`config.mk`:
```
export PLATFORM = sky130hd
export DESIGN_NAME = cache_tag_store_flat
export DESIGN_NICKNAME = d
export VERILOG_FILES = /design/src/source/cache_pkg.sv /design/src/source/line_access_if.sv /design/src/source/cache_tag_store.sv /design/src/flat_wrapper.sv
export SDC_FILE = /design/constraint.sdc
export NUM_CORES = 2
export LEC_CHECK = 0
export BUFFER_PORTS_ARGS = -buffer_cell sky130_fd_sc_hd__clkbuf_2
export CAP_MARGIN = 10
export CORE_UTILIZATION = 35
export CTS_CLUSTER_DIAMETER = 80
export CTS_CLUSTER_SIZE = 10
export DETAILED_ROUTE_END_ITERATION = 6
export PLACE_DENSITY = 0.53
export SETUP_SLACK_MARGIN = 0.2
export SYNTH_ARGS = -nofsm -noshare
export SYNTH_HDL_FRONTEND = slang
export SYNTH_MEMORY_MAX_BITS = 65536
export SYNTH_SLANG_ARGS = --single-unit
```
`constraint.sdc`:
```
create_clock -name clk -period 7.4 [get_ports clk]
set_input_delay 0.37 -clock clk [delete_from_list [all_inputs] [get_ports clk]]
set_output_delay 0.37 -clock clk [all_outputs]
set_load 0.03 [all_outputs]
```
`src/source/cache_pkg.sv`:
```
// ##########################################################################
// cache package
// address split, bus widths, burst beat types and the enums shared by the
// cache blocks
// ##########################################################################

package cache_pkg;

  // host address layout  |tag|line|col|00|
  localparam int ZEROS_BITWIDTH = 2;
  localparam int COLUMN_IX_BITWIDTH = 3;
  localparam int COLUMN_COUNT = 2 ** COLUMN_IX_BITWIDTH;
  // one line is one burst of 64-bit beats
  localparam int BEATS_PER_LINE = 4;
  // lowest address bit of the line index
  localparam int LINE_IX_LSB = COLUMN_IX_BITWIDTH + ZEROS_BITWIDTH;

  typedef logic [31:0] word_t;
  typedef logic [3:0] byte_en_t;
  typedef logic [63:0] beat_t;
  typedef logic [COLUMN_IX_BITWIDTH-1:0] column_ix_t;

  typedef enum logic {
    BR_READ  = 1'b0,
    BR_WRITE = 1'b1
  } br_cmd_e;

  typedef enum logic [2:0] {
    IDLE,
    FILL_WAIT,
    FILL_BEAT,
    FILL_TAG,
    EVICT_BEAT,
    EVICT_WAIT
  } ctrl_state_e;

  function automatic column_ix_t column_ix_of(word_t address);
    return address[ZEROS_BITWIDTH +: COLUMN_IX_BITWIDTH];
  endfunction

endpackage

```
`src/source/line_access_if.sv`:
```
// ##########################################################################
// line access interface
// joins the burst controller with the tag store and the line store
// ##########################################################################
`timescale 1ns/1ps

interface line_access_if
  import cache_pkg::*;
#(
  parameter int LINE_IX_BITWIDTH = 8
);

  localparam int TAG_BITWIDTH = 32 - LINE_IX_BITWIDTH - LINE_IX_LSB;

  // tag store results for the host address
  logic hit;
  logic dirty;
  logic [TAG_BITWIDTH-1:0] victim_tag;

  // fill path from the controller
  logic filling;
  beat_t fill_data;
  logic [BEATS_PER_LINE-1:0] fill_beat_we;
  logic tag_write;

  // write-back path
  word_t [COLUMN_COUNT-1:0] line_words;
  logic evicting;

  modport ctrl (
    input  hit, dirty, victim_tag, line_words,
    output filling, fill_data, fill_beat_we, tag_write, evicting
  );

  modport tags (
    output hit, dirty, victim_tag,
    input  filling, tag_write, evicting
  );

  modport lines (
    output line_words,
    input  hit, filling, fill_data, fill_beat_we, evicting
  );

endinterface

```
`src/source/cache_tag_store.sv`:
```
// ##########################################################################
// cache tag store
// tag, valid and dirty flags per line with hit detection
// ##########################################################################
`timescale 1ns/1ps

module cache_tag_store
  import cache_pkg::*;
#(
  parameter int LINE_IX_BITWIDTH = 8
) (
  input  logic     clk,
  input  logic     rst,
  input  word_t    address,
  input  byte_en_t write_enable,
  line_access_if.tags acc
);

  localparam int LINE_COUNT = 2 ** LINE_IX_BITWIDTH;
  localparam int TAG_BITWIDTH = 32 - LINE_IX_BITWIDTH - LINE_IX_LSB;

  logic [TAG_BITWIDTH-1:0] tag_mem [LINE_COUNT];
  logic [LINE_COUNT-1:0] valid;
  logic [LINE_COUNT-1:0] dirty;
  logic [LINE_IX_BITWIDTH-1:0] line_ix;
  logic [TAG_BITWIDTH-1:0] addr_tag;
  logic host_write_hit;

  assign line_ix = address[LINE_IX_LSB +: LINE_IX_BITWIDTH];
  assign addr_tag = address[31 -: TAG_BITWIDTH];

  assign acc.hit = valid[line_ix] && (tag_mem[line_ix] == addr_tag);
  assign acc.dirty = dirty[line_ix];
  assign acc.victim_tag = tag_mem[line_ix];

  assign host_write_hit = (write_enable != '0) && acc.hit && !acc.filling && !acc.evicting;

  always_ff @(posedge clk) begin
    if (acc.tag_write) begin
      tag_mem[line_ix] <= addr_tag;
    end
  end

  always_ff @(posedge clk) begin
    if (rst) begin
      valid <= '0;
      dirty <= '0;
    end else if (acc.tag_write) begin
      // freshly fetched line is clean
      valid[line_ix] <= 1'b1;
      dirty[line_ix] <= 1'b0;
    end else if (host_write_hit) begin
      dirty[line_ix] <= 1'b1;
    end
  end

endmodule

```
`src/flat_wrapper.sv`:
```
// flat-port wrapper written by rule: the top's interface ports become plain ports
module cache_tag_store_flat import cache_pkg::*;
#(
  parameter int LINE_IX_BITWIDTH = 8
)
  (clk, rst, address, write_enable, acc_hit, acc_dirty, acc_victim_tag, acc_filling, acc_tag_write, acc_evicting);
  line_access_if #(.LINE_IX_BITWIDTH(LINE_IX_BITWIDTH)) acc_i ();
  input  logic clk;
  input  logic rst;
  input  word_t address;
  input  byte_en_t write_enable;
  output wire logic [$bits(acc_i.hit)-1:0] acc_hit;
  output wire logic [$bits(acc_i.dirty)-1:0] acc_dirty;
  output wire logic [$bits(acc_i.victim_tag)-1:0] acc_victim_tag;
  input wire logic [$bits(acc_i.filling)-1:0] acc_filling;
  input wire logic [$bits(acc_i.tag_write)-1:0] acc_tag_write;
  input wire logic [$bits(acc_i.evicting)-1:0] acc_evicting;
  assign acc_hit = acc_i.hit;
  assign acc_dirty = acc_i.dirty;
  assign acc_victim_tag = acc_i.victim_tag;
  assign acc_i.filling = acc_filling;
  assign acc_i.tag_write = acc_tag_write;
  assign acc_i.evicting = acc_evicting;
  cache_tag_store #(.LINE_IX_BITWIDTH(LINE_IX_BITWIDTH)) u_core (.clk(clk), .rst(rst), .address(address), .write_enable(write_enable), .acc(acc_i));
endmodule
```
Word level (Yosys, flattened, before mapping)
Memory sizes are Yosys's and may differ from the RTL's.
Cells that the tools add are included.
{"block": "classes", "reduce_logical": 9, "n_lt_le_gt_ge": 2, "eq_ne": 1, "bitwise_logic": 4, "muxes": 10}
{"cell": "256-bit two-way mux", "count": 2}
{"cell": "256-bit OR", "count": 2}
{"cell": "256-bit AND", "count": 1}
{"cell": "256-bit inverter", "count": 1}
{"cell": "19-bit == test", "count": 1}
{"cell": "1-bit binary-select mux with 8-bit select", "count": 2}
{"cell": "8-bit by 9-bit < comparator with 1-bit output, second input constant", "count": 1}
{"cell": "1-bit demux with 8-bit select", "count": 1}
{"cell": "8-bit by 1-bit >= comparator with 1-bit output, second input constant", "count": 1}
{"cell": "1-bit logical AND", "count": 5}
{"cell": "1-bit two-way mux", "count": 5}
{"cell": "4-bit nonzero test", "count": 1}
{"cell": "1-bit zero test", "count": 2}
{"cell": "2-bit nonzero test", "count": 1}
{"block": "totals", "memories": 1, "elab_cells": 29, "reg_bits": 512, "input_bits": 41, "mem_bits_rw": 4864}
{"name": "u_core.tag_mem", "depth": 256, "width": 19, "rd": 1, "rd_clocked_by_memory_dff": 0, "write_ports": 1, "line": "cache_tag_store.sv:22", "source": "logic [TAG_BITWIDTH-1:0] tag_mem [LINE_COUNT];"}

Longest topological paths before layout
{"block": "logic_depth", "word_depth": 8, "mapped_depth": 26}

Worst setup path after synthesis
OpenSTA, ideal clock, no wires.
{"block": "synth_path", "kind": "input to output", "start": "input port address[5]", "end": "output port acc_dirty", "cell_stages": 19, "arrival_time_ns": 5.258, "n_path_buf": 14, "slack_ns": 1.772, "cell_sequence": "buf_6 buf_4 buf_6 buf_6 buf_6 buf_4 buf_4 buf_4 buf_4 buf_2 buf_2 buf_2 buf_2 buf_2 mux4_2 mux4_2 mux4_2 a22oi_1 nand3_1"}
{"block": "synth_via", "elab_chain_len": 2}
{"item": "from (decl)", "line": "flat_wrapper.sv:10", "source": "input word_t address;"}
{"item": "1-bit binary-select mux with 8-bit select", "line": "cache_tag_store.sv:33", "source": "assign acc.dirty = dirty[line_ix];"}
{"item": "1-bit two-way mux (not written as such)", "line": "cache_tag_store.sv:33"}
{"item": "to (decl)", "line": "flat_wrapper.sv:13", "source": "output wire logic [$bits(acc_i.dirty)-1:0] acc_dirty;"}
No other way between the ends. The select of a mux whose other input is x is not followed.

Worst setup path in the final report
{"block": "layout_path", "start": "input port address[9]", "end": "output port acc_hit"}
{"block": "layout_via", "elab_chain_len": 3, "word_cells_on_any_way": 5, "cone_classes": "eq/ne (1); mux (2); reduce/logical (1); memory (1)"}
{"item": "memory read 256 x 19 bit / 1-bit binary-select mux with 8-bit select (equally long branches)"}
{"item": "19-bit == test / 1-bit two-way mux (equally long branches)", "line": "cache_tag_store.sv:32", "source": "assign acc.hit = valid[line_ix] && (tag_mem[line_ix] == addr_tag);"}
{"item": "1-bit logical AND (*)", "line": "cache_tag_store.sv:32"}
{"item": "to (decl)", "line": "flat_wrapper.sv:12", "source": "output wire logic [$bits(acc_i.hit)-1:0] acc_hit;"}
Mark *: on every way between the ends. The rest lies on a longest branch, timed or not. The select of a mux whose other input is x is not followed.

==> results.toml <==
[synth]
avgSynthCellArea_um2 = 18.74
async_reset_ff_share_pct = 0
postSynthRegisterBits = 5376
syn-num-nets = 11300
synthFlopType = "edfxtp_1"
synth_edf_count = 4864
synth_area_um2 = 211100
synth-seq-area-share_pct = 74.06
synth_cell_type_count = 92
syn_inst = 11260
synth_top_cell_area_share_pct = 69.20
yosys.area.top_type = "edfxtp_1"
synth_warnings = 0
yosys-top-cells-area = "edfxtp_1 69%, mux4_2 10%, dfxtp_1 4.9%"

[clock_tree]
cts_buffer_depth = 4
root_buffer = "clkbuf_16"
clkSlewWorstSetupHoldPaths_ps = 50
htreeDepth = 6
post_cts_buffers = 0
clock_latency_ps = 1140
cts_tree = "built"
cts-buffers-inserted = 609
cts.sinks = 5376

[final_layout]
layout.cells.non_filler = 20330
syn_to_final_growth_pct = 15.06
fillers = 53080
layout.nets = 11970
fin_util_pct = 40.51
drive_gt1_share_pct = 23.47

[critical_path]
end_kind = "output port"
required_ps = 7030
arrival_ps = 6820
crit_type = "primary input to output port"
crit_fanout = 33
startpoint_type = "primary input"
r2r_slack_ps = 1410

[timing]
fin_ws_ps = 213.3
final-setup-viol-count = 0
rsz0062_at_grt = "no"
finClkSkew_ps = 113.7
fmax_mhz = 139.1
tns_ps = 0
maxSlewViolCount = 165
slew_headroom_pct = -11.16
final_hold_viol_count = 0
timing.final.crit_share_pct = 97.12
fin_crit_ps = 7187
worst_pin_slew_ps = 1667

[die]
initial_utilization_pct = 35.21
rows = 284
die_x_um = 778.6
die_y_um = 778.6
die_area_um2 = 606200
core_um2 = 599500
num_io_pins = 62

[power]
powerDensity_nw_per_um2 = 266.5
irDropWorstVdd_v = 0.0002545
p_leak_nw = 78.32

[global_routing]
gr-total-overflow = 0
grtUsageTotal_pct = 23.30
grt_pass1_vias = 116200
grt_max_degree = 223
grt_pass1_wl_um = 980500
antenna_found_initial = 75

[drt]
dr.pass1.iters = 7
wl_per_cell_um = 35.68
drtIter0Drc = 16940
drt-total-wl_um = 725200
via_count = 118600
viasPerCell = 5.834
ant_nets = 0
drc = 3

[place]
place_congestion = 0.9386
port_buffers = 56
dp_hpwl_um = 449300
placed_cells = 19300
place_ws_ps = 350.5

[min_path]
hold_class = "primary input to flip-flop"

[outcome]
violations = "design-rule violations, max-slew violations"
status = "complete, but fails checks"

[flow_run]
drv_cap = 0
## worst max-delay path, stage by stage
cell and delay [ps]:
buf_4 720, buf_4 400, buf_4 200, nor2b_1 210, nand2_1 770, a21oi_1 650
a2111o_1 370, nor4_1 220, a22oi_1 350, nand2b_1 200, or4b_2 600, or4_1 540
nor4_4 700, buf_4 250, buf_12 110
## cells in the mapped netlist (all sizes together), types with 10 or more instances
master,n
edfxtp,4864
nand4,55
nand2,407
o21ai,21
a2111oi,10
and2,35
inv,11
mux2i,895
dlygate4sd1,17
a31oi,60
a211oi,15
nor3,71
dlygate4sd3,17
nor2,1069
clkbuf,274
a221oi,54
a22o,96
or3b,10
buf,453
nor4,20
nor2b,24
a22oi,476
o22ai,14
and3,40
a21oi,103
nand2b,12
mux4,992
o41ai,209
a32oi,11
nand3,224
o32ai,14
or4,23
mux2,12
dfxtp,512
## cells by family (layout without fill, tap and decap cells)
logic type	Yosys count	after routing	share of synthesized area [%]
flops	5376	5376	74.06
simple gates	2040	2040	4.236
mux	1899	1899	14.92
compound gates	1163	1163	4.486
buf+inv	774	1812	2.255
xor+xnor	10	10	0.04150
other cells	0	19	0
## flip-flops by register name, indices dropped and copies added (netlist names), named ones only
| register | cells |
|---|---|
| u_core.tag_mem | 4864 |
| u_core.valid | 256 |
## cells in the final DEF (no fill, tap or decap), types with 19 or more instances in the layout
cell,count
nor2_1,806
nand3_1,224
buf_4,669
a31oi_1,55
mux4_2,975
nor2_2,222
clkbuf_1,310
a22oi_1,476
dfxtp_1,512
clkbuf_16,612
a22o_1,96
and3_1,39
clkbuf_2,27
a221oi_1,53
o21ai_0,21
nand4_1,55
nand2_1,390
clkinv_16,32
nor3_1,66
o41ai_2,70
buf_12,73
and2_1,33
edfxtp_1,4864
mux2i_1,895
a21oi_1,103
dlygate4sd3_1,20
nor2_4,41
o41ai_1,139
diode_2,19
## repair_timing
action                                  4_1_cts  5_1_grt
resized for setup                             1        0
endpoints found under the hold margin      1080        0
endpoints found under the setup margin        1        0
hold buffers                                 20        0
## layout make-up
class                           instances  area [µm²]  area share, %
Antenna cell                           19       47.55        0.01958
Inverter                               13       65.06        0.02679
Timing Repair Buffer                  814        7188          2.960
Tap cell                             8008       10020          4.126
Clock inverter                         61        1440         0.5930
Sequential cell                      5376      156300          64.37
Clock buffer                          924       16510          6.797
Multi-Input combinational cell       5112       51270          21.11
## per-layer routing
layer  up-vias  wire [µm]  track usage [%]
met5         -        264                0
met4        36      39860            10.81
met3      1466      70110            4.926
met2      6792     330800            36.35
met1     63190     284100            31.37
li1      47110          -                -
## per-stage QoR
| stage | cell area (µm²) | total power, mW | hold WS [ps] |
|---|---|---|---|
| 2_1_floorplan | 211100 | 35.52 | 414.4 |
| 3_3_place_gp | 224600 | 37.41 | 425.9 |
| 3_5_place_dp | 224600 | 37.48 | 430.4 |
| 4_1_cts | 242800 | 65.05 | 87.90 |
| 5_1_grt | 242800 | 66.29 | 138.2 |
| 6_report | 242800 | 64.71 | 166.6 |
## path summary, 6_finish.rpt
check | start | end | cells past startpoint
worst min-delay path | address[25] | u_core.tag_mem[55][12]$_DFFE_PP_ | 2
worst max register to register | u_core.tag_mem[255][14]$_DFFE_PP_ | flip-flop | 16
worst min register to register | flip-flop | flip-flop | 2
worst max-delay path | address[9] | acc_hit | 15
## where the power goes
part | switching [mW] | internal, mW | total [mW]
sequential | 0.0150 | 33.2 | 33.2
clock | 12.3 | 15.5 | 27.8
combinational | 2.65 | 1.10 | 3.75
total | 14.9 | 49.8 | 64.7
(Power assumes the default switching activity.)
