File: src/source/cache_pkg.sv
// ##########################################################################
// cache package
// address split, bus widths, burst beat types and the enums shared by the
// cache blocks
// ##########################################################################

package cache_pkg;

  // host address layout  |tag|line|col|00|
  localparam int ZEROS_BITWIDTH = 2;
  localparam int COLUMN_IX_BITWIDTH = 3;
  localparam int COLUMN_COUNT = 2 ** COLUMN_IX_BITWIDTH;
  // one line is one burst of 64-bit beats
  localparam int BEATS_PER_LINE = 4;
  // lowest address bit of the line index
  localparam int LINE_IX_LSB = COLUMN_IX_BITWIDTH + ZEROS_BITWIDTH;

  typedef logic [31:0] word_t;
  typedef logic [3:0] byte_en_t;
  typedef logic [63:0] beat_t;
  typedef logic [COLUMN_IX_BITWIDTH-1:0] column_ix_t;

  typedef enum logic {
    BR_READ  = 1'b0,
    BR_WRITE = 1'b1
  } br_cmd_e;

  typedef enum logic [2:0] {
    IDLE,
    FILL_WAIT,
    FILL_BEAT,
    FILL_TAG,
    EVICT_BEAT,
    EVICT_WAIT
  } ctrl_state_e;

  function automatic column_ix_t column_ix_of(word_t address);
    return address[ZEROS_BITWIDTH +: COLUMN_IX_BITWIDTH];
  endfunction

endpackage

File: src/source/line_access_if.sv
// ##########################################################################
// line access interface
// joins the burst controller with the tag store and the line store
// ##########################################################################
`timescale 1ns/1ps

interface line_access_if
  import cache_pkg::*;
#(
  parameter int LINE_IX_BITWIDTH = 8
);

  localparam int TAG_BITWIDTH = 32 - LINE_IX_BITWIDTH - LINE_IX_LSB;

  // tag store results for the host address
  logic hit;
  logic dirty;
  logic [TAG_BITWIDTH-1:0] victim_tag;

  // fill path from the controller
  logic filling;
  beat_t fill_data;
  logic [BEATS_PER_LINE-1:0] fill_beat_we;
  logic tag_write;

  // write-back path
  word_t [COLUMN_COUNT-1:0] line_words;
  logic evicting;

  modport ctrl (
    input  hit, dirty, victim_tag, line_words,
    output filling, fill_data, fill_beat_we, tag_write, evicting
  );

  modport tags (
    output hit, dirty, victim_tag,
    input  filling, tag_write, evicting
  );

  modport lines (
    output line_words,
    input  hit, filling, fill_data, fill_beat_we, evicting
  );

endinterface

File: src/source/burst_ctrl.sv
// ##########################################################################
// burst controller
// miss FSM, burst read fill and dirty line write-back,
// with the spacing counter between burst commands
// ##########################################################################
`timescale 1ns/1ps

module burst_ctrl
  import cache_pkg::*;
#(
  parameter int LINE_IX_BITWIDTH = 8,
  parameter int BURST_RAM_DEPTH_BITWIDTH = 21,
  parameter int COMMAND_DELAY_INTERVAL = 13
) (
  input  logic                                clk,
  input  logic                                rst,
  input  word_t                               address,
  output logic                                busy,
  output br_cmd_e                             br_cmd,
  output logic                                br_cmd_en,
  output logic [BURST_RAM_DEPTH_BITWIDTH-1:0] br_addr,
  output beat_t                               br_wr_data,
  input  beat_t                               br_rd_data,
  input  logic                                br_rd_data_valid,
  line_access_if.ctrl acc
);

  localparam int CNT_BITWIDTH = $clog2(COMMAND_DELAY_INTERVAL + 2);
  localparam int BEAT_IX_BITWIDTH = $clog2(BEATS_PER_LINE);
  localparam int LINE_ADDR_BITWIDTH = 32 - LINE_IX_LSB;

  ctrl_state_e state;
  logic [BEAT_IX_BITWIDTH-1:0] beat_ix;
  logic [CNT_BITWIDTH-1:0] cmd_delay_cnt;
  logic [LINE_IX_BITWIDTH-1:0] line_ix;
  logic [LINE_ADDR_BITWIDTH-1:0] fetch_line;
  logic [LINE_ADDR_BITWIDTH-1:0] victim_line;
  logic last_beat;
  logic start_miss;
  logic issue_write;
  logic issue_read;
  logic beat_strobe;
  beat_t evict_data;

  assign line_ix = address[LINE_IX_LSB +: LINE_IX_BITWIDTH];
  assign fetch_line = address[31:LINE_IX_LSB];
  assign victim_line = {acc.victim_tag, line_ix};
  assign last_beat = beat_ix == BEAT_IX_BITWIDTH'(BEATS_PER_LINE - 1);

  assign start_miss = (state == IDLE) && !acc.hit && (cmd_delay_cnt == '0);
  assign issue_write = start_miss && acc.dirty;
  // a read either starts a clean miss or follows the write-back
  assign issue_read = (start_miss && !acc.dirty) ||
                      ((state == EVICT_WAIT) && (cmd_delay_cnt == '0));

  assign busy = !acc.hit || (cmd_delay_cnt != '0);

  // beat n of the victim holds columns 2n and 2n+1
  assign evict_data = {acc.line_words[{beat_ix, 1'b1}], acc.line_words[{beat_ix, 1'b0}]};

  // fill beats go straight into the line store as they arrive
  assign beat_strobe = (state == FILL_BEAT) || ((state == FILL_WAIT) && br_rd_data_valid);
  assign acc.fill_data = br_rd_data;
  assign acc.fill_beat_we = beat_strobe ? (BEATS_PER_LINE'(1) << beat_ix) : '0;
  assign acc.filling = state inside {FILL_WAIT, FILL_BEAT, FILL_TAG};
  assign acc.tag_write = state == FILL_TAG;
  assign acc.evicting = state inside {EVICT_BEAT, EVICT_WAIT};

  always_ff @(posedge clk) begin
    if (rst) begin
      state <= IDLE;
      beat_ix <= '0;
      cmd_delay_cnt <= '0;
      br_cmd_en <= 1'b0;
    end else begin
      br_cmd_en <= issue_write || issue_read;
      if (issue_write || issue_read) begin
        cmd_delay_cnt <= CNT_BITWIDTH'(COMMAND_DELAY_INTERVAL);
      end else if (cmd_delay_cnt != '0) begin
        cmd_delay_cnt <= cmd_delay_cnt - 1'b1;
      end

      case (state)
        IDLE: begin
          if (issue_write) begin
            beat_ix <= beat_ix + 1'b1;
            state <= EVICT_BEAT;
          end else if (issue_read) begin
            state <= FILL_WAIT;
          end
        end
        EVICT_BEAT: begin
          beat_ix <= beat_ix + 1'b1;
          if (last_beat) begin
            state <= EVICT_WAIT;
          end
        end
        EVICT_WAIT: begin
          if (issue_read) begin
            state <= FILL_WAIT;
          end
        end
        FILL_WAIT: begin
          if (br_rd_data_valid) begin
            beat_ix <= beat_ix + 1'b1;
            state <= FILL_BEAT;
          end
        end
        FILL_BEAT: begin
          // beat index wraps back to zero after the last beat
          beat_ix <= beat_ix + 1'b1;
          if (last_beat) begin
            state <= FILL_TAG;
          end
        end
        FILL_TAG: state <= IDLE;
        default: state <= IDLE;
      endcase
    end
  end

  // command payload
  always_ff @(posedge clk) begin
    if (issue_write || state == EVICT_BEAT) begin
      br_wr_data <= evict_data;
    end
    if (issue_write) begin
      br_cmd <= BR_WRITE;
      br_addr <= BURST_RAM_DEPTH_BITWIDTH'(victim_line * BEATS_PER_LINE);
    end else if (issue_read) begin
      br_cmd <= BR_READ;
      br_addr <= BURST_RAM_DEPTH_BITWIDTH'(fetch_line * BEATS_PER_LINE);
    end
  end

  // RAM controller spacing between any two commands
  cmd_spacing: assert property (
    @(posedge clk) disable iff (rst) br_cmd_en |=> !br_cmd_en [*COMMAND_DELAY_INTERVAL]
  );

endmodule

File: src/flat_wrapper.sv
// flat-port wrapper written by rule: the top's interface ports become plain ports
module burst_ctrl_flat import cache_pkg::*;
#(
  parameter int LINE_IX_BITWIDTH = 8,
  parameter int BURST_RAM_DEPTH_BITWIDTH = 21,
  parameter int COMMAND_DELAY_INTERVAL = 13
)
  (clk, rst, address, busy, br_cmd, br_cmd_en, br_addr, br_wr_data, br_rd_data, br_rd_data_valid, acc_hit, acc_dirty, acc_victim_tag, acc_line_words, acc_filling, acc_fill_data, acc_fill_beat_we, acc_tag_write, acc_evicting);
  line_access_if #(.LINE_IX_BITWIDTH(LINE_IX_BITWIDTH)) acc_i ();
  input  logic clk;
  input  logic rst;
  input  word_t address;
  output logic busy;
  output br_cmd_e br_cmd;
  output logic br_cmd_en;
  output logic [BURST_RAM_DEPTH_BITWIDTH-1:0] br_addr;
  output beat_t br_wr_data;
  input  beat_t br_rd_data;
  input  logic br_rd_data_valid;
  input wire logic [$bits(acc_i.hit)-1:0] acc_hit;
  input wire logic [$bits(acc_i.dirty)-1:0] acc_dirty;
  input wire logic [$bits(acc_i.victim_tag)-1:0] acc_victim_tag;
  input wire logic [$bits(acc_i.line_words)-1:0] acc_line_words;
  output wire logic [$bits(acc_i.filling)-1:0] acc_filling;
  output wire logic [$bits(acc_i.fill_data)-1:0] acc_fill_data;
  output wire logic [$bits(acc_i.fill_beat_we)-1:0] acc_fill_beat_we;
  output wire logic [$bits(acc_i.tag_write)-1:0] acc_tag_write;
  output wire logic [$bits(acc_i.evicting)-1:0] acc_evicting;
  assign acc_i.hit = acc_hit;
  assign acc_i.dirty = acc_dirty;
  assign acc_i.victim_tag = acc_victim_tag;
  assign acc_i.line_words = acc_line_words;
  assign acc_filling = acc_i.filling;
  assign acc_fill_data = acc_i.fill_data;
  assign acc_fill_beat_we = acc_i.fill_beat_we;
  assign acc_tag_write = acc_i.tag_write;
  assign acc_evicting = acc_i.evicting;
  burst_ctrl #(.LINE_IX_BITWIDTH(LINE_IX_BITWIDTH), .BURST_RAM_DEPTH_BITWIDTH(BURST_RAM_DEPTH_BITWIDTH), .COMMAND_DELAY_INTERVAL(COMMAND_DELAY_INTERVAL)) u_core (.clk(clk), .rst(rst), .address(address), .busy(busy), .br_cmd(br_cmd), .br_cmd_en(br_cmd_en), .br_addr(br_addr), .br_wr_data(br_wr_data), .br_rd_data(br_rd_data), .br_rd_data_valid(br_rd_data_valid), .acc(acc_i));
endmodule
File: config.mk
export PLATFORM = sky130hd
export DESIGN_NAME = burst_ctrl_flat
export DESIGN_NICKNAME = d
export VERILOG_FILES = /design/src/source/cache_pkg.sv /design/src/source/line_access_if.sv /design/src/source/burst_ctrl.sv /design/src/flat_wrapper.sv
export SDC_FILE = /design/constraint.sdc
export NUM_CORES = 1
export LEC_CHECK = 0
export ABC_CLOCK_PERIOD_IN_PS = 6300
export CAP_MARGIN = 20
export CORE_AREA = 2 2 210 212
export DETAILED_ROUTE_END_ITERATION = 7
export DIE_AREA = 0 0 212 214
export DONT_BUFFER_PORTS = 1
export HOLD_SLACK_MARGIN = 0.08
export PLACE_DENSITY = 0.3
export REMOVE_ABC_BUFFERS = 1
export SLEW_MARGIN = 10
export SYNTH_ARGS = -nofsm -noshare
export SYNTH_HDL_FRONTEND = slang
export SYNTH_SLANG_ARGS = --single-unit
File: constraint.sdc
create_clock -name clk -period 6.3 [get_ports clk]
set_clock_uncertainty 0.05 [all_clocks]
set_input_delay 0.315 -clock clk [delete_from_list [all_inputs] [get_ports clk]]
set_output_delay 0.315 -clock clk [all_outputs]
set_load 0.03 [all_outputs]
# Yosys cells after proc, flatten, opt, wreduce, memory -nomap -nowiden
# Index checks and enable logic that the tools add are counted.
# classes
add_sub_neg,2
eq_ne,10
reduce_logical,25
n_lt_le_gt_ge,2
shift,1
mux,18
# op_table
op,n
32-bit binary-select mux with 2-bit select,2
32-bit two-way mux,2
21-bit two-way mux,2
3-bit two-way mux,5
3-bit case mux with 5 select lines,1
4-bit two-way mux,3
3-bit by 4-bit less-than comparator with 1-bit output (second input constant),2
3-bit by 2-bit == test with 1-bit output (second input constant),2
3-bit == test (second input constant),2
1-bit logical AND,6
2-bit by 1-bit inequality test with 1-bit output (second input constant),3
2-bit case mux with 3 select lines,1
3-bit AND reduction,2
2-bit nonzero test,3
3-bit nonzero test,2
1-bit logical OR,5
4-bit zero test,1
2-bit two-way mux,2
4-bit nonzero test,1
2-bit OR reduction,2
1-bit by 2-bit left shift with 4-bit output (first input constant),1
4-bit by 1-bit subtractor with 4-bit output (second input constant),1
3-bit by 1-bit == test with 1-bit output (second input constant),1
3-bit zero test,1
other kinds (4),5
# totals
register_bits,94
output_inout_bits,159
elab_cells,66
inputBits,376

# Depth between registers and ports, before layout
# logic_depth
depth_word,8
ltp_mapped,7
depth_no_buf,6

# Worst setup path before layout
# OpenSTA, ideal clock, no wires.
# synth_path
kind,register to register
start,register u_core.cmd_delay_cnt[0]
end,register u_core.br_wr_data[0] (enable)
synth_period_minus_slack_ns,3.143
arrival_time_ns,2.666
slack_ns,3.157
n_path_buf,0
stages_incl_launch_ff,6
setup_time_ns,0.427
required_time_ns,5.823
path_cell_list,dfxtp_1 > inv_1 > ha_1 > or3b_4 > nor3b_4 > o21a_1
# synth_between
elab_chain_len,4
# synth_lines
item,line_no,source
start: declaration,burst_ctrl.sv:34,logic [CNT_BITWIDTH-1:0] cmd_delay_cnt;
start signal: assignment,burst_ctrl.sv:78,cmd_delay_cnt <= CNT_BITWIDTH'(COMMAND_DELAY_INTERVAL);
start signal: assignment,burst_ctrl.sv:80,cmd_delay_cnt <= cmd_delay_cnt - 1'b1;
4-bit zero test,burst_ctrl.sv:50,assign start_miss = (state == IDLE) && !acc.hit && (cmd_delay_cnt == '0);
1-bit logical AND,burst_ctrl.sv:50,
1-bit logical AND,burst_ctrl.sv:51,assign issue_write = start_miss && acc.dirty;
1-bit logical OR,burst_ctrl.sv:124,if (issue_write || state == EVICT_BEAT) begin
end signal: assignment,burst_ctrl.sv:125,br_wr_data <= evict_data;
end: declaration,burst_ctrl.sv:22,"output beat_t br_wr_data,"
# No other way between the ends.
# A chain may end at the register's enable or synchronous reset.

# Final worst setup path
# layout_path
start,register u_core.cmd_delay_cnt[0]
end,"register u_core.br_addr[17], data pin"
# layout_between
elab_chain_len,4
# layout_lines
item,line_no,source
4-bit zero test,burst_ctrl.sv:50,
1-bit logical AND,burst_ctrl.sv:50,
1-bit logical AND,burst_ctrl.sv:51,
21-bit two-way mux,burst_ctrl.sv:127,if (issue_write) begin
end signal: assignment,burst_ctrl.sv:129,br_addr <= BURST_RAM_DEPTH_BITWIDTH'(victim_line * BEATS_PER_LINE);
end signal: assignment,burst_ctrl.sv:132,br_addr <= BURST_RAM_DEPTH_BITWIDTH'(fetch_line * BEATS_PER_LINE);
end: declaration,burst_ctrl.sv:21,"output logic [BURST_RAM_DEPTH_BITWIDTH-1:0] br_addr,"
# No other way between the ends.

==> flow_metrics.py <==
metrics = {
    "run_status": {
        "status": "finished, final reports clean",
    },
    "setup_path": {
        "path_buf_inv": 2,
        "cp_cell_sequence": "inv_1 > ha_1 > or3b_4 > nor3b_4 > nand2_2 > mux2_4 > dlygate4sd3_1",
        "worst-path-max-fanout": 11,
        "cpLargestDelayFamily": "simple AND/OR/NAND/NOR gates",
        "crit_arrival_ns": 2.94,
        "crit_path_start": "u_core.cmd_delay_cnt[0]$_SDFFE_PP0P_",
        "criticalPathCategory": "reg -> reg",
        "required_ns": 6.37,
        "critPathMaxStageDelay_ns": 0.56,
        "critPathCaptureType": "register",
        "startpoint_type": "register",
        "timing.rr.start": "u_core.cmd_delay_cnt[0]$_SDFFE_PP0P_",
        "worst_path_max_delay_cell": "dlygate4sd3_1",
    },
    "placed_design": {
        "place.gp.congestion": 0.7542,
        "portBuffers": 0,
        "dpl.hpwl_microns": 18040,
        "pre_cts_ws_ns": 3.413,
    },
    "flow_run": {
        "drv_cap": 0,
    },
    "floorplan": {
        "num_rows": 76,
        "die_y_microns": 214,
        "die-width_microns": 212,
        "die_area_sq_um": 45370,
        "ioPinCount": 535,
        "core_area_sq_um": 42890,
        "start_util": 0.1247,
    },
    "drt": {
        "routed_via_density": 3.501,
        "drt_pass1_iterations": 4,
        "routed_wl_microns": 23100,
        "final_antenna_net_count": 0,
        "drt_iter0_markers": 187,
        "avgRoutedWirePerCell_microns": 26.28,
        "vias": 3077,
        "drc_errors": 0,
    },
    "logic_synthesis": {
        "ys_seq_area_frac": 0.5073,
        "ys_seq_elements": 94,
        "synth_area_leaders": "edfxtp_1 (47%), mux4_2 (27%), buf_4 (9.3%), dfxtp_1 (4.1%), mux2_4 (2.8%)",
        "async_flop_share": 0,
        "syn_area_per_cell_sq_um": 16.40,
        "synth.cell_area_sq_um": 5348,
        "yosys_warnings": 0,
        "synth_top_area_share": 0.4661,
        "synth_edf_count": 83,
        "synth_top_area_cell": "edfxtp_1",
        "synth_ff_type": "edfxtp_1",
        "ys_types": 33,
        "synthCells": 326,
    },
    "sta": {
        "finalCritPeriodShare": 0.4563,
        "max_freq_mhz": 347.9,
        "hold_viol_final": 0,
        "fin_ws_ns": 3.425,
        "hold-worst-slack_ns": 0.1319,
        "worstMarginPinSlew_ns": 1.018,
        "tns_ns": 0,
        "min_period_ns": 2.875,
        "max_slew_margin": 0.3216,
        "slew_violations": 0,
        "rsz0062_at_grt": "no",
        "finalSetupViolCount": 0,
    },
    "layout": {
        "layout.nets": 669,
        "area_delta_synth_final_pct": 14.95,
        "final_common_cell": "edfxtp_1",
        "drive_above_1_share": 0.3345,
        "post-route-util": 0.1433,
        "mostFrequentLayoutCells": "edfxtp_1 (83), mux4_2 (64), dlygate4sd3_1 (33), mux2_4 (10)",
    },
    "clocking": {
        "clockBufferDepth": 2,
        "clkSlewWorstSetupHoldPaths_ns": 0.06,
        "clkSinkCount": 94,
        "htreeDepth": 3,
        "cts_tree": "yes",
        "numCtsBuffers": 9,
        "clk_latency_ns": 0.37,
        "cts_root_buf": "clkbuf_16",
        "cts-resized-gates": 0,
        "cts_hold_buffers": 33,
        "cts_setup_buffers": 0,
    },
    "min_path": {
        "hp-start": "rst",
        "holdCritPathClass": "in -> reg",
    },
    "global_routing": {
        "antenna_found_initial": 2,
        "grtUsageTotal": 0.1003,
        "grt_pass1_wl_microns": 29840,
        "grt_max_degree": 69,
        "grt_pass1_vias": 3468,
        "grt_overflow": 0,
    },
    "pwr": {
        "p_per_area_nw_per_um2": 441.8,
        "cellLeakagePower_nw": 1.768,
        "power.total_mw": 2.716,
        "max-vdd-ir-drop_mv": 0.1116,
    },
}
-- cell usage after synthesis (all sizes together) (2+ instances only) --
| master | number |
|---|---|
| edfxtp | 83 |
| buf | 74 |
| mux4 | 64 |
| mux2 | 13 |
| clkbuf | 11 |
| dfxtp | 11 |
| nor2 | 9 |
| a21oi | 7 |
| inv | 7 |
| nand2 | 7 |
| nor3 | 6 |
| ha | 5 |
| nand2b | 4 |
| and2 | 3 |
| nor2b | 3 |
| o21ai | 3 |
| or3 | 3 |
| a2bb2oi | 2 |
| nor3b | 2 |
-- worst register-to-register path, delay by kind of cell (launching register included) --
family	cells	cell delay, ns
flip-flops	1	0.34
AND/OR/NAND/NOR	3	1.00
buffers and inverters	2	0.62
multiplexers	1	0.40
adder cells (fa/ha/maj)	1	0.21
-- logic make-up (layout without fill, tap and decap cells) --
family	Yosys count	count (layout)	share of synthesized area
buffers and inverters	92	58	0.1139
AND/OR/NAND/NOR	40	40	0.04188
other	1	3	0.0007012
flip-flops	94	94	0.5073
multiplexers	78	78	0.3058
AO/OA/AOI/OAI	16	16	0.01872
adder cells (fa/ha/maj)	5	5	0.01170
-- sequential cells by signal, summed over array words and instances, names as in the netlist --
name and count:
u_core.br_wr_data 64, u_core.br_addr 19, u_core.cmd_delay_cnt 4, u_core.state 3, u_core.beat_ix 2, u_core.br_cmd 1
u_core.br_cmd_en 1
-- final cells by class --
cell class / count / area [sq um]
diodes: 1 / 2.502
clock buffers: 12 / 236.5
clock inverters: 4 / 47.55
fillers: 4728 / 36740
inverters: 7 / 26.28
multi-input cells: 141 / 2037
flip-flops and latches: 94 / 2720
well taps: 585 / 732.0
repair buffers: 35 / 345.3
-- where the power goes --
part           total [mW]  internal [mW]  switching (mW)
logic               0.709          0.367           0.342
registers            1.43          0.960           0.471
clock network       0.576          0.307           0.268
total                2.72           1.63            1.08
-- per-layer routing --
metal / part of all wire / global-route usage / vias up
met3: 0.19 / 0.08767 / 21
met5: 0.014 / 0.04957 / -
met1: 0.36 / 0.1034 / 1494
li1: - / - / 1145
met4: 0.016 / 0.03662 / 8
met2: 0.42 / 0.1409 / 409
-- through the flow --
step	cell area, sq um	cells
final	6147	879
after global routing	6147	879
after detailed placement	5530	829
after global placement	5530	829
after CTS	6145	878
after floorplan	4768	242
-- final timing paths --
kind	cells past startpoint	slack [ns]	end
hold / removal	2	0.13	u_core.beat_ix[0]$_SDFFE_PP0P_
setup reg to reg	7	3.43	u_core.br_addr[17]$_DFFE_PP_
hold reg to reg	1	0.46	u_core.cmd_delay_cnt[0]$_SDFFE_PP0P_
setup / recovery	7	3.43	u_core.br_addr[17]$_DFFE_PP_
No activity file was read; power rests on OpenSTA's default activity.
